==> src/mips_defines.svh <==
`ifndef MIPS_DEFINES_SVH
`define MIPS_DEFINES_SVH

// first fetch address after reset
// the instruction memory also uses it as its base, addresses are taken modulo this value
`define MIPS_RESET_VECTOR 32'hBFC00000

// instruction memory depth in 32-bit words
`define MIPS_IRAM_WORDS 4096

// data memory depth in 32-bit words
// covers the load area at 0x0 and the store area at 0x100
`define MIPS_DRAM_WORDS 1024

// architectural register count
// r0 reads as zero, r2 is v0
`define MIPS_REG_COUNT 32

`endif

==> src/mips_bus_pkg.sv <==
package mips_bus_pkg;

    // one data or instruction word
    typedef logic [31:0] word_t;

    // byte address on the fetch and data buses
    // the low two bits are ignored, all accesses are word wide
    typedef logic [31:0] addr_t;

    // index into the register file
    typedef logic [4:0] reg_idx_t;

endpackage

==> src/mips_regfile.sv <==
`timescale 1ns/10ps
`include "mips_defines.svh"

module mips_regfile (
    input  logic                   clk,
    input  logic                   rst,
    // two combinational read ports
    input  mips_bus_pkg::reg_idx_t read_index_a,
    input  mips_bus_pkg::reg_idx_t read_index_b,
    output mips_bus_pkg::word_t    read_data_a,
    output mips_bus_pkg::word_t    read_data_b,
    // one write port, lands on the rising edge
    input  logic                   write_enable,
    input  mips_bus_pkg::reg_idx_t write_index,
    input  mips_bus_pkg::word_t    write_data,
    output mips_bus_pkg::word_t    register_v0
);

    mips_bus_pkg::word_t regs [`MIPS_REG_COUNT];

    always_ff @(posedge clk) begin
        if (rst) begin
            for (int k = 0; k < `MIPS_REG_COUNT; k++) begin
                regs[k] <= '0;
            end
        end else if (write_enable && write_index != '0) begin
            // r0 is never written so it keeps reading zero
            regs[write_index] <= write_data;
        end
    end

    assign read_data_a = regs[read_index_a];
    assign read_data_b = regs[read_index_b];

    // v0 is r2
    assign register_v0 = regs[2];

endmodule

==> config.mk <==
export PLATFORM = sky130hd
export DESIGN_NAME = mips_regfile
export DESIGN_NICKNAME = d
export VERILOG_FILES = /design/src/mips_bus_pkg.sv /design/src/mips_regfile.sv
export VERILOG_INCLUDE_DIRS = /design/src
export SDC_FILE = /design/constraint.sdc
export NUM_CORES = 2
export LEC_CHECK = 0
export BUFFER_PORTS_ARGS = -buffer_cell sky130_fd_sc_hd__buf_4
export CORE_MARGIN = 2
export CORE_UTILIZATION = 55
export DETAILED_ROUTE_END_ITERATION = 10
export PLACE_DENSITY = 0.72
export SYNTH_ARGS = -nofsm -noshare
export SYNTH_HDL_FRONTEND = slang
export SYNTH_SLANG_ARGS = --single-unit
==> constraint.sdc <==
create_clock -name clk -period 4.95 [get_ports clk]
set_input_delay 0.7425 -clock clk [delete_from_list [all_inputs] [get_ports clk]]
set_output_delay 0.7425 -clock clk [all_outputs]
set_load 0.02 [all_outputs]
# == Word level (Yosys, flattened, before mapping) ==
# Memory sizes are Yosys's and may differ from the RTL's.
# Cells that the tools add are included.
# totals
ff_bits,0
mem_bits_rw,1024
in_bits,50
output_inout_bits,96
elab_cells,12
mem_count,1
# memory_table
memory,depth,width,rd,rd_clocked_by_memory_dff,write_ports,line_no,source
regs,32,32,3,0,32,mips_regfile.sv:19,mips_bus_pkg::word_t regs [`MIPS_REG_COUNT];
# classes
muxes,8
reduce_logical,3
# ops
operator,n
32-bit two-way mux,1
32-bit OR reduction,1
1-bit two-way mux,6
5-bit two-way mux,1
5-bit nonzero test,1
1-bit logical AND,1

# == Longest topological paths before layout ==
# depth
ltp_word,7
ltp_mapped,8
ltp_nobuf,5

# == Worst setup path before layout ==
# Ideal clock, no wire load.
# synth_timing
path_kind,input -> output
start,input read_index_a[1]
end,output read_data_a[25]
arrival_ns,1.946
required_ns,4.208
setup_slack_ns,2.261
cell_stages,8
path_buffers,4
cell_sequence,buf_4 -> buf_6 -> buf_6 -> buf_6 -> mux2i_1 -> a22oi_1 -> a31oi_1 -> nand3_1
# synth_between
elab_chain_cells,1
# synth_rtl
element,line_no,source
start: declaration,mips_regfile.sv:8,"input mips_bus_pkg::reg_idx_t read_index_a,"
memory 32 x 32 bit,n/a,
end: declaration,mips_regfile.sv:10,"output mips_bus_pkg::word_t read_data_a,"
# Every way passes these cells.

# == Worst setup path in the final report ==
# layout_timing
start,input read_index_b[1]
end,output read_data_b[30]
# layout_between
elab_chain_cells,1
# layout_rtl
element,line_no,source
start: declaration,mips_regfile.sv:9,"input mips_bus_pkg::reg_idx_t read_index_b,"
memory 32 x 32 bit,n/a,
end: declaration,mips_regfile.sv:11,"output mips_bus_pkg::word_t read_data_b,"
# Every way passes these cells.

==> results.md <==
- Global Route Usage Sum: 35.8%
- FILL cells: 7,861
- Finished Layout Cells: 6,046
- Sw frac: 26.3%
- Final period util: 73.6%
- Vias in the first global route: 38,800
- Global placer's final weighted congestion: 0.883
- Drc violations: 0
- Post-Syn Instances: 4,605
- CTS buffer count: 108
- Mean post-synth cell area: 12.2 um2
- Final core utilization: 61.0%
- Mapped Area: 56,100 um2
- Root buf cell: clkbuf_16
- I/O pins: 146
- Ys flop type: edfxtp_1
- Post-route ant nets: 0
- Pwr per Cell Area: 341 nW/um2
- Max-cap violations: 0
- Site Rows: 117
- Final Hold Viols: 0
- Slowest cell on crit path: buf_8
- Core area: 101,000 um2
- Largest net degree at the start of global routing: 88
- First-pass GRT wire length: 269,000 um
- TNS Setup: 0 ns
- WP buf/inv: 3
- Most flop-heavy register: regs
- TritonCTS clock tree: yes
- Fin area: 61,900 um2
- Cell count after placement: 5,835
- Antenna violations before repair: 10
- Yosys reg bits: 1,024
- Detailed Route WL: 190,000 um
- Dpl hpwl: 105,000 um
- Status: finished, final reports clean
- Gr ovfl total: 0
- Setup Crit Path Kind: primary input to output pin
- Chip width: 323 um
- Crit Path Max Fanout: 84
- Tmin final: 3.64 ns
- Post-place setup slack: 1.34 ns
- Fmax: 275 MHz
- Vias per cell: 6.65
- CTS Sinks: 1,024
- Leak: 24.3 nW
- Share of cells above drive strength 1: 11.1%
- DRT iter0 DRCs: 6,176
- Worst EP arrival: 2.90 ns
- Logic pwr share: 12.5%
- Seq pwr share: 48.8%
- Internal Pwr Total: 15.6 mW
- Yosys warnings: 0
- Post-synth EDFFs: 1,024
- Area after DPL: 58,300 um2
- Total Die Area: 105,000 um2
- Worst stage delay on the critical path: 0.47 ns
- Postcts setup bufs: 0
- Nets: 4,627
- Max-slew violation count: 0
- Worst-path clk slew: 0.06 ns
- Clock Power Share: 38.8%
- Slew headroom: 29.5%
- Worst-Margin Slew: 1.06 ns
- Drt wl/cell: 31.4 um
- Layout area overhead: 10.2%
- Hold Slack: 0.512 ns
- Largest registers: regs: 1024 flops
- H-Tree Depth: 3
- Pwr Total: 21.1 mW
- Critical-path cell list: buf_8 > buf_12 > mux2i_1 > a22o_1 > nor3_1 > a31oi_1 > nand3_1 > buf_4
- Startpoint Class: primary input
- IO buf count: 145
- Setup crit end kind: output pin
- Fin worst setup slack: 1.31 ns
- Max IR drop VDD: 0.000273 V
- Seq/Total Area, Yosys: 54.8%
- Ys async rst share: 0%
- Netlist cell types: 30
- Die H: 323 um
- Vias: 40,200
- Switch Pwr: 5.54 mW
- Most frequent cells in the layout: 1,024 x mux2i_1, 1,024 x edfxtp_1, 992 x and2_1
- TritonRoute pass-1 iters: 6
- RSZ-0062 raised after global routing: no
- # setup viols final: 0
- Largest register FFs: 1,024
- Hold Crit Class: primary input to flop
- PostCTS Resize Cnt: 0
- Max Root-Sink Buffers: 3
- Delay-heaviest family, CP: buffers and inverters
- Initial core utilization: 55.3%
- Critical path required time: 4.21 ns
- Hold buffers post-CTS: 0
## logic make-up after synthesis
kind of cell | count (synthesis) | synth area share, %
AO/OA/AOI/OAI | 576 | 6.99
buffers and inverters | 446 | 4.29
flip-flops | 1024 | 54.8
multiplexers | 1024 | 18.3
other | 1 | 0.00668
AND/OR/NAND/NOR | 1534 | 15.7
## cell usage after synthesis, drive strengths merged, types with 4 or more instances
master,count,area share [%]
or2,33,0.37
and2,994,11
nand3,194,1.7
nor3,64,0.57
nand2,196,1.3
mux2i,1024,18
a22o,128,2.0
a22oi,192,2.6
edfxtp,1024,55
clkbuf,264,1.9
nor2,35,0.37
nand3b,4,0.060
nor2b,5,0.056
nand2b,5,0.056
a31oi,64,0.71
a21oi,192,1.7
buf,182,2.4
## per-layer routing
metal	routed length (um)	vias up	GRT usage, %
met5	115	-	0
met4	9300	6	16.9
met3	24500	533	8.38
met2	82800	2970	53.3
met1	73200	19900	49.7
li1	-	16800	-
## path summary, 6_finish.rpt
| path | start | end | slack, ns | cells after the start |
|---|---|---|---|---|
| worst min-delay path | write_data[21] | regs[11][21] | 0.51 | 2 |
| worst max-delay path | read_index_b[1] | read_data_b[30] | 1.31 | 8 |
## power groups by stage
stage	Clock (mW)	Combinational [mW]	Sequential (mW)
4_1_cts	8.19	2.57	10.3
2_1_floorplan	0	1.60	10.4
6_report	8.18	2.63	10.3
3_5_place_dp	0	2.56	10.5
5_1_grt	8.52	2.73	10.3
3_3_place_gp	0	2.53	10.4
## area by class of cell
| cell class | count | area [um2] | share of cell area [%] |
|---|---|---|---|
| diodes | 12 | 30.0 | 0.0486 |
| well taps | 1368 | 1710 | 2.77 |
| repair buffers | 277 | 2540 | 4.11 |
| clock inverters | 72 | 727 | 1.18 |
| clock buffers | 127 | 2770 | 4.48 |
| multi-input cells | 3166 | 23300 | 37.7 |
| flip-flops and latches | 1024 | 30700 | 49.7 |
No activity file was read; power rests on OpenSTA's default activity.
