===== config.mk =====
export PLATFORM = sky130hd
export DESIGN_NAME = mips_core
export DESIGN_NICKNAME = d
export VERILOG_FILES = /design/src/mips_bus_pkg.sv /design/src/mips_isa_pkg.sv /design/src/mips_core.sv
export VERILOG_INCLUDE_DIRS = /design/src
export SDC_FILE = /design/constraint.sdc
export NUM_CORES = 1
export LEC_CHECK = 0
export BUFFER_PORTS_ARGS = -buffer_cell sky130_fd_sc_hd__buf_2
export CAP_MARGIN = 20
export CORE_MARGIN = 3
export CORE_UTILIZATION = 45
export DETAILED_ROUTE_END_ITERATION = 7
export PLACE_DENSITY = 0.84
export SLEW_MARGIN = 20
export SYNTH_ARGS = -nofsm -noshare
export SYNTH_HDL_FRONTEND = slang
export SYNTH_SLANG_ARGS = --single-unit
export TNS_END_PERCENT = 20

===== constraint.sdc =====
create_clock -name clk -period 3.3 [get_ports clk]
set_input_delay 0.33 -clock clk [delete_from_list [all_inputs] [get_ports clk]]
set_output_delay 0.33 -clock clk [all_outputs]
set_load 0.05 [all_outputs]

===== src/mips_defines.svh =====
`ifndef MIPS_DEFINES_SVH
`define MIPS_DEFINES_SVH

// first fetch address after reset
// the instruction memory also uses it as its base, addresses are taken modulo this value
`define MIPS_RESET_VECTOR 32'hBFC00000

// instruction memory depth in 32-bit words
`define MIPS_IRAM_WORDS 4096

// data memory depth in 32-bit words
// covers the load area at 0x0 and the store area at 0x100
`define MIPS_DRAM_WORDS 1024

// architectural register count
// r0 reads as zero, r2 is v0
`define MIPS_REG_COUNT 32

`endif


===== src/mips_bus_pkg.sv =====
package mips_bus_pkg;

    // one data or instruction word
    typedef logic [31:0] word_t;

    // byte address on the fetch and data buses
    // the low two bits are ignored, all accesses are word wide
    typedef logic [31:0] addr_t;

    // index into the register file
    typedef logic [4:0] reg_idx_t;

endpackage


===== src/mips_isa_pkg.sv =====
package mips_isa_pkg;

    // primary opcode field, only the supported subset
    typedef enum logic [5:0] {
        OP_RTYPE = 6'b000000,
        OP_ADDIU = 6'b001001,
        OP_LW    = 6'b100011,
        OP_SW    = 6'b101011
    } opcode_t;

    // funct field of r-type words
    // jr is the only one decoded
    typedef enum logic [5:0] {
        FN_JR = 6'b001000
    } funct_t;

    // immediate format, used by lw, sw and addiu
    typedef struct packed {
        opcode_t                opcode;
        mips_bus_pkg::reg_idx_t rs;
        mips_bus_pkg::reg_idx_t rt;
        logic [15:0]            imm;
    } itype_t;

    // register format, used by jr
    typedef struct packed {
        opcode_t                opcode;
        mips_bus_pkg::reg_idx_t rs;
        mips_bus_pkg::reg_idx_t rt;
        mips_bus_pkg::reg_idx_t rd;
        logic [4:0]             shamt;
        funct_t                 funct;
    } rtype_t;

endpackage


===== src/mips_core.sv =====
`timescale 1ns/10ps
`include "mips_defines.svh"

module mips_core (
    input  logic                   clk,
    input  logic                   rst,
    // fetch
    output mips_bus_pkg::addr_t    instr_address,
    input  mips_bus_pkg::word_t    instr_readdata,
    // register file
    output mips_bus_pkg::reg_idx_t read_index_a,
    output mips_bus_pkg::reg_idx_t read_index_b,
    input  mips_bus_pkg::word_t    read_data_a,
    input  mips_bus_pkg::word_t    read_data_b,
    output logic                   reg_write,
    output mips_bus_pkg::reg_idx_t write_index,
    output mips_bus_pkg::word_t    write_data,
    // data memory
    output mips_bus_pkg::addr_t    data_address,
    output logic                   data_write,
    output mips_bus_pkg::word_t    data_writedata,
    input  mips_bus_pkg::word_t    data_readdata,
    output logic                   active
);

    // program counter and the jump waiting behind the delay slot
    mips_bus_pkg::addr_t pc;
    logic                jump_pending;
    mips_bus_pkg::addr_t jump_target;

    // the fetched word seen in both formats
    mips_isa_pkg::itype_t instr_i;
    mips_isa_pkg::rtype_t instr_r;

    logic is_lw;
    logic is_sw;
    logic is_addiu;
    logic is_jr;

    // executing this cycle
    logic run;

    mips_bus_pkg::word_t imm_ext;
    mips_bus_pkg::word_t sum;

    assign instr_i = mips_isa_pkg::itype_t'(instr_readdata);
    assign instr_r = mips_isa_pkg::rtype_t'(instr_readdata);

    assign is_lw    = instr_i.opcode == mips_isa_pkg::OP_LW;
    assign is_sw    = instr_i.opcode == mips_isa_pkg::OP_SW;
    assign is_addiu = instr_i.opcode == mips_isa_pkg::OP_ADDIU;
    assign is_jr    = instr_r.opcode == mips_isa_pkg::OP_RTYPE &&
                      instr_r.funct == mips_isa_pkg::FN_JR;

    // pc 0 is the halt address the program jumps to
    // nothing executes while in reset either
    assign run    = !rst && pc != '0;
    assign active = run;

    assign instr_address = pc;

    // rs feeds the adder and the jump target, rt is the store data
    assign read_index_a = instr_i.rs;
    assign read_index_b = instr_i.rt;

    // one adder serves both the lw/sw address and addiu
    assign imm_ext = {{16{instr_i.imm[15]}}, instr_i.imm};
    assign sum     = read_data_a + imm_ext;

    assign data_address   = sum;
    assign data_writedata = read_data_b;
    assign data_write     = run && is_sw;

    // lw and addiu both write rt
    assign reg_write   = run && (is_lw || is_addiu);
    assign write_index = instr_i.rt;
    assign write_data  = is_lw ? data_readdata : sum;

    always_ff @(posedge clk) begin
        if (rst) begin
            pc           <= `MIPS_RESET_VECTOR;
            jump_pending <= 1'b0;
            jump_target  <= '0;
        end else if (run) begin
            // a jump from the previous cycle lands after this delay slot
            if (jump_pending) begin
                pc           <= jump_target;
                jump_pending <= 1'b0;
            end else begin
                pc <= pc + 32'd4;
            end
            // jr only records the target here
            if (is_jr) begin
                jump_pending <= 1'b1;
                jump_target  <= read_data_a;
            end
        end
    end

endmodule


* After elaboration in Yosys (flattened, before gate mapping) *
Index checks and enable logic that the tools add are counted.

cells by class
  reductions and logical operators = 9
  muxes and demuxes = 3
  add/sub/neg operators = 2
  equality and inequality tests = 4

operators by type and width
  cell                                                             number
  32-bit two-way mux                                               2
  32-bit by 3-bit adder with 32-bit output, second input constant  1
  32-bit adder                                                     1
  32-bit nonzero test                                              1
  6-bit by 4-bit == test with 1-bit output, second input constant  2
  6-bit == test, second input constant                             2
  6-bit logical NOT                                                1
  1-bit logical AND                                                4
  2-bit AND reduction                                              1
  1-bit logical NOT                                                1
  1-bit logical OR                                                 1
  1-bit two-way mux                                                1

word-level totals
  output and inout bits = 146
  word-level logic and storage cells = 21
  input bits = 130
  bits in registers = 65

* Longest topological paths before layout *
  depth after elaboration = 3
  gate-level depth with buffers = 12
  depth with buffers taken out = 10

* Least setup slack after synthesis *
OpenSTA, ideal clock, no wires.

  path type = reg-to-output
  start = register pc[2], in the netlist instr_address[2]
  end = output data_write
  arrival time = 3.466 ns
  stages on the path, launching flop included = 9
  slack = -0.496 ns
  cell sequence = dfxtp_1 -> inv_1 -> ha_1 -> nor4b_1 -> nand4_1 -> nor2_1 -> or2_2 -> clkbuf_1 -> nor4b_1

between the ends
  longest elaborated chain between the ends = 3

ends and longest elaborated chain
  element                 line             RTL
  start, declared         mips_core.sv:27  mips_bus_pkg::addr_t pc;
  start signal, assigned  mips_core.sv:81  pc <= `MIPS_RESET_VECTOR;
  start signal, assigned  mips_core.sv:87  pc <= jump_target;
  start signal, assigned  mips_core.sv:90  pc <= pc + 32'd4;
  32-bit nonzero test     mips_core.sv:57  assign run = !rst && pc != '0;
  1-bit logical AND       mips_core.sv:57
  1-bit logical AND       mips_core.sv:72  assign data_write = run && is_sw;
  end, declared           mips_core.sv:20  output logic data_write,

No other way between the ends.

* Worst setup path in the final report *
  start = input instr_readdata[0]
  end = output write_data[20]

between the ends
  longest elaborated chain between the ends = 2

ends and longest elaborated chain
  element             line             RTL
  start, declared     mips_core.sv:9   input mips_bus_pkg::word_t instr_readdata,
  32-bit adder        mips_core.sv:68  assign sum = read_data_a + imm_ext;
  32-bit two-way mux  mips_core.sv:77  assign write_data = is_lw ? data_readdata : sum;
  end, declared       mips_core.sv:17  output mips_bus_pkg::word_t write_data,

No other way between the ends.

==> metrics.cfg <==
[cts]
cts_root_buf=clkbuf_16
clk_pin_slew_worst_paths_ns=0.05
cts_sinks=65
cts_tree=done
clockBufferDepth=2
cts_hold_repair.buffers=0
htreeDepth=3
cts_buffers=9
clock_latency_ns=0.33

[critical_path]
startpoint_type=primary input
critPathRequiredTime_ns=2.97
crit_fanout=7
arrival_ns=2.82
r2r_cells=12
critical_path_class=primary input to output pin
cp-end-kind=output pin

[floorplanning]
rows=40
io-pin-count=276
die_w_um=117.8
die-area_mm2=0.01387
start_util_pct=46.43
die_h_um=117.8
core_area_mm2=0.01211

[final_layout]
nFillCells=1193
seq_area_mm2=0.001301
drive_above_1_share_pct=29.06
layout.nets=1065
stdcell_count=1074
final_area_mm2=0.006833
area_delta_synth_final_pct=21.52
multiInputGateArea_mm2=0.003786
fin_util_pct=56.42

[hold_path]
holdPathStages=3
hold_path_class=primary input to flop

[routing]
wirelength_mm=17.24
initialDrtViolationCount=427
drc_errors=0
drt_first_pass_iters=5
via_per_inst=5.528
wl_per_cell_um=16.05
final_antenna_net_count=0
vias=5937

[logic_synthesis]
synth_edf_count=0
synthArstFlopShare_pct=0
yosys.area_share.simple_pct=28.84
synth-xor-area-share_pct=9.034
avgSynthCellArea_um2=7.379
synth_cells=762
synth_top_family_by_area=simple AND/OR/NAND/NOR gates
synthTopCellsByCount=133 x nand2_1, 67 x nor2_1, 65 x dfxtp_1
synth_top_cell_by_area=dfxtp_1
yosysWarnings=0
synth_mux_area_share_pct=4.784
yosysMostFrequentCell=nand2_1
yosysUniqueCellTypes=61
syn_nets=926
yosysSeqAreaShare_pct=23.14
yosysTopAreaCellShare_pct=23.14
syn_area_mm2=0.005623
synth_compound_area_share_pct=16.49
synthAdderAreaFrac_pct=7.699
synthTopCellsByArea=dfxtp_1 23%, nand2_1 8.9%, ha_1 7.3%, buf_4 6.3%, xnor2_1 6.2%
yosys_register_bits=65
ys.flop_type=dfxtp_1

[power]
p_leak_nw=3.212
powerDensity_mw_per_mm2=490.2
irDropWorstVdd_uv=548.3

[timing]
post-route-min-period_ns=3.154
postLayoutSetupSlackWorst_ns=0.1462
setup_violations=0
relSlewSlack_pct=54.02
holdWs_ns=0.2034
max_freq_mhz=317.1
rsz0062_at_grt=false
slew_violations=0
tightestPinTransition_ns=0.6888
final.period_utilization_pct=95.57
finClkSkew_ns=0.002151
finalHoldViolCount=0

[placement]
dp_hpwl_mm=13.71
pre_cts_ws_ns=0.01118
gp_congestion=0.9306
post_dp_cell_area_mm2=0.006481
placed_cells=1057
io_buffer_count=186

[global_route]
antenna_found_initial=1
groute.usage.overall_pct=24.17
grt_pass1_vias=5567
grt_pass1_wl_mm=27.66
grt-ovfl-total=0
grt_max_degree=49

[run_status]
outcome=complete, no violations

[job]
maxCapViolCount=0

## report_power, final
| part | switching, mW | total, mW | internal (mW) |
|---|---|---|---|
| clock | 0.321 | 1.04 | 0.718 |
| combinational | 1.08 | 1.51 | 0.423 |
| sequential | 0.00898 | 0.802 | 0.793 |
## layout by cell type (no fill, tap or decap), types with 8 or more instances in the layout
cell	n
nor3_1	19
dfxtp_1	65
xnor2_1	40
o21ai_1	12
mux2i_1	10
ha_1	33
a21oi_1	49
a21o_1	8
clkbuf_16	9
buf_4	27
nand4_1	14
nand2_1	133
o21ai_0	21
nor4_1	10
xor2_1	18
and3_1	10
buf_2	184
inv_1	16
o21bai_1	9
mux2_2	15
nand3_1	16
nand3b_1	33
nor2_1	67
a31oi_1	13
## final timing paths
path,from,end,slack (ns)
setup / recovery,instr_readdata[0],write_data[20],0.15
setup reg to reg,instr_address[2],jump_target[2],0.75
hold / removal,read_data_a[3],jump_target[3],0.20
hold reg to reg,jump_target[14],jump_target[14],0.48
## through the flow
stage                     total power, mW  TNS, ns
after floorplan                     2.086   -1.427
after global placement              2.304        0
after detailed placement            2.309        0
after CTS                           3.351        0
after global routing                3.489        0
final                               3.349        0
## kinds of logic (layout without fill, tap and decap cells)
| group | after synthesis | in the layout |
|---|---|---|
| AO/OA/AOI/OAI | 146 | 146 |
| XOR/XNOR | 58 | 58 |
| adder cells (fa/ha/maj) | 34 | 34 |
| buffers and inverters | 102 | 245 |
| flip-flops | 65 | 65 |
| multiplexers | 25 | 25 |
| other | 0 | 1 |
| AND/OR/NAND/NOR | 332 | 332 |
## worst max-delay path: stages
cell      delay [ns]
buf_2           0.11
ha_1            0.23
fa_2            0.38
a21oi_2         0.17
nand4b_1        0.15
a21oi_1         0.11
o31a_1          0.34
o31ai_4         0.24
buf_4           0.19
xnor2_1         0.10
mux2_2          0.28
clkbuf_4        0.21
## layout make-up
cell class / instances / area share (%)
inverter: 17 / 0.9339
clock buffer: 13 / 3.955
timing repair buffer: 213 / 16.66
multi-input combinational: 595 / 55.41
tap: 168 / 3.076
antenna: 1 / 0.03662
clock inverter: 2 / 0.8790
sequential: 65 / 19.04
## registers in the layout (all words and copies together) (netlist names)
register       count
jump_pending       1
jump_target       32
instr_address     32
## what timing repair did
item                       4_1_cts  5_1_grt
pin swaps                        1        1
setup endpoints to repair        1        6
resized for setup                0        4
buffers inserted                 0        1
## per-layer routing
layer,up-vias,track usage [%],share of wire [%]
met1,2730,31.61,44
met5,-,0,0
li1,2908,-,-
met2,257,39.49,47
met4,0,10.04,3.1
met3,42,4.085,6.2
No activity file was read; power rests on OpenSTA's default activity.
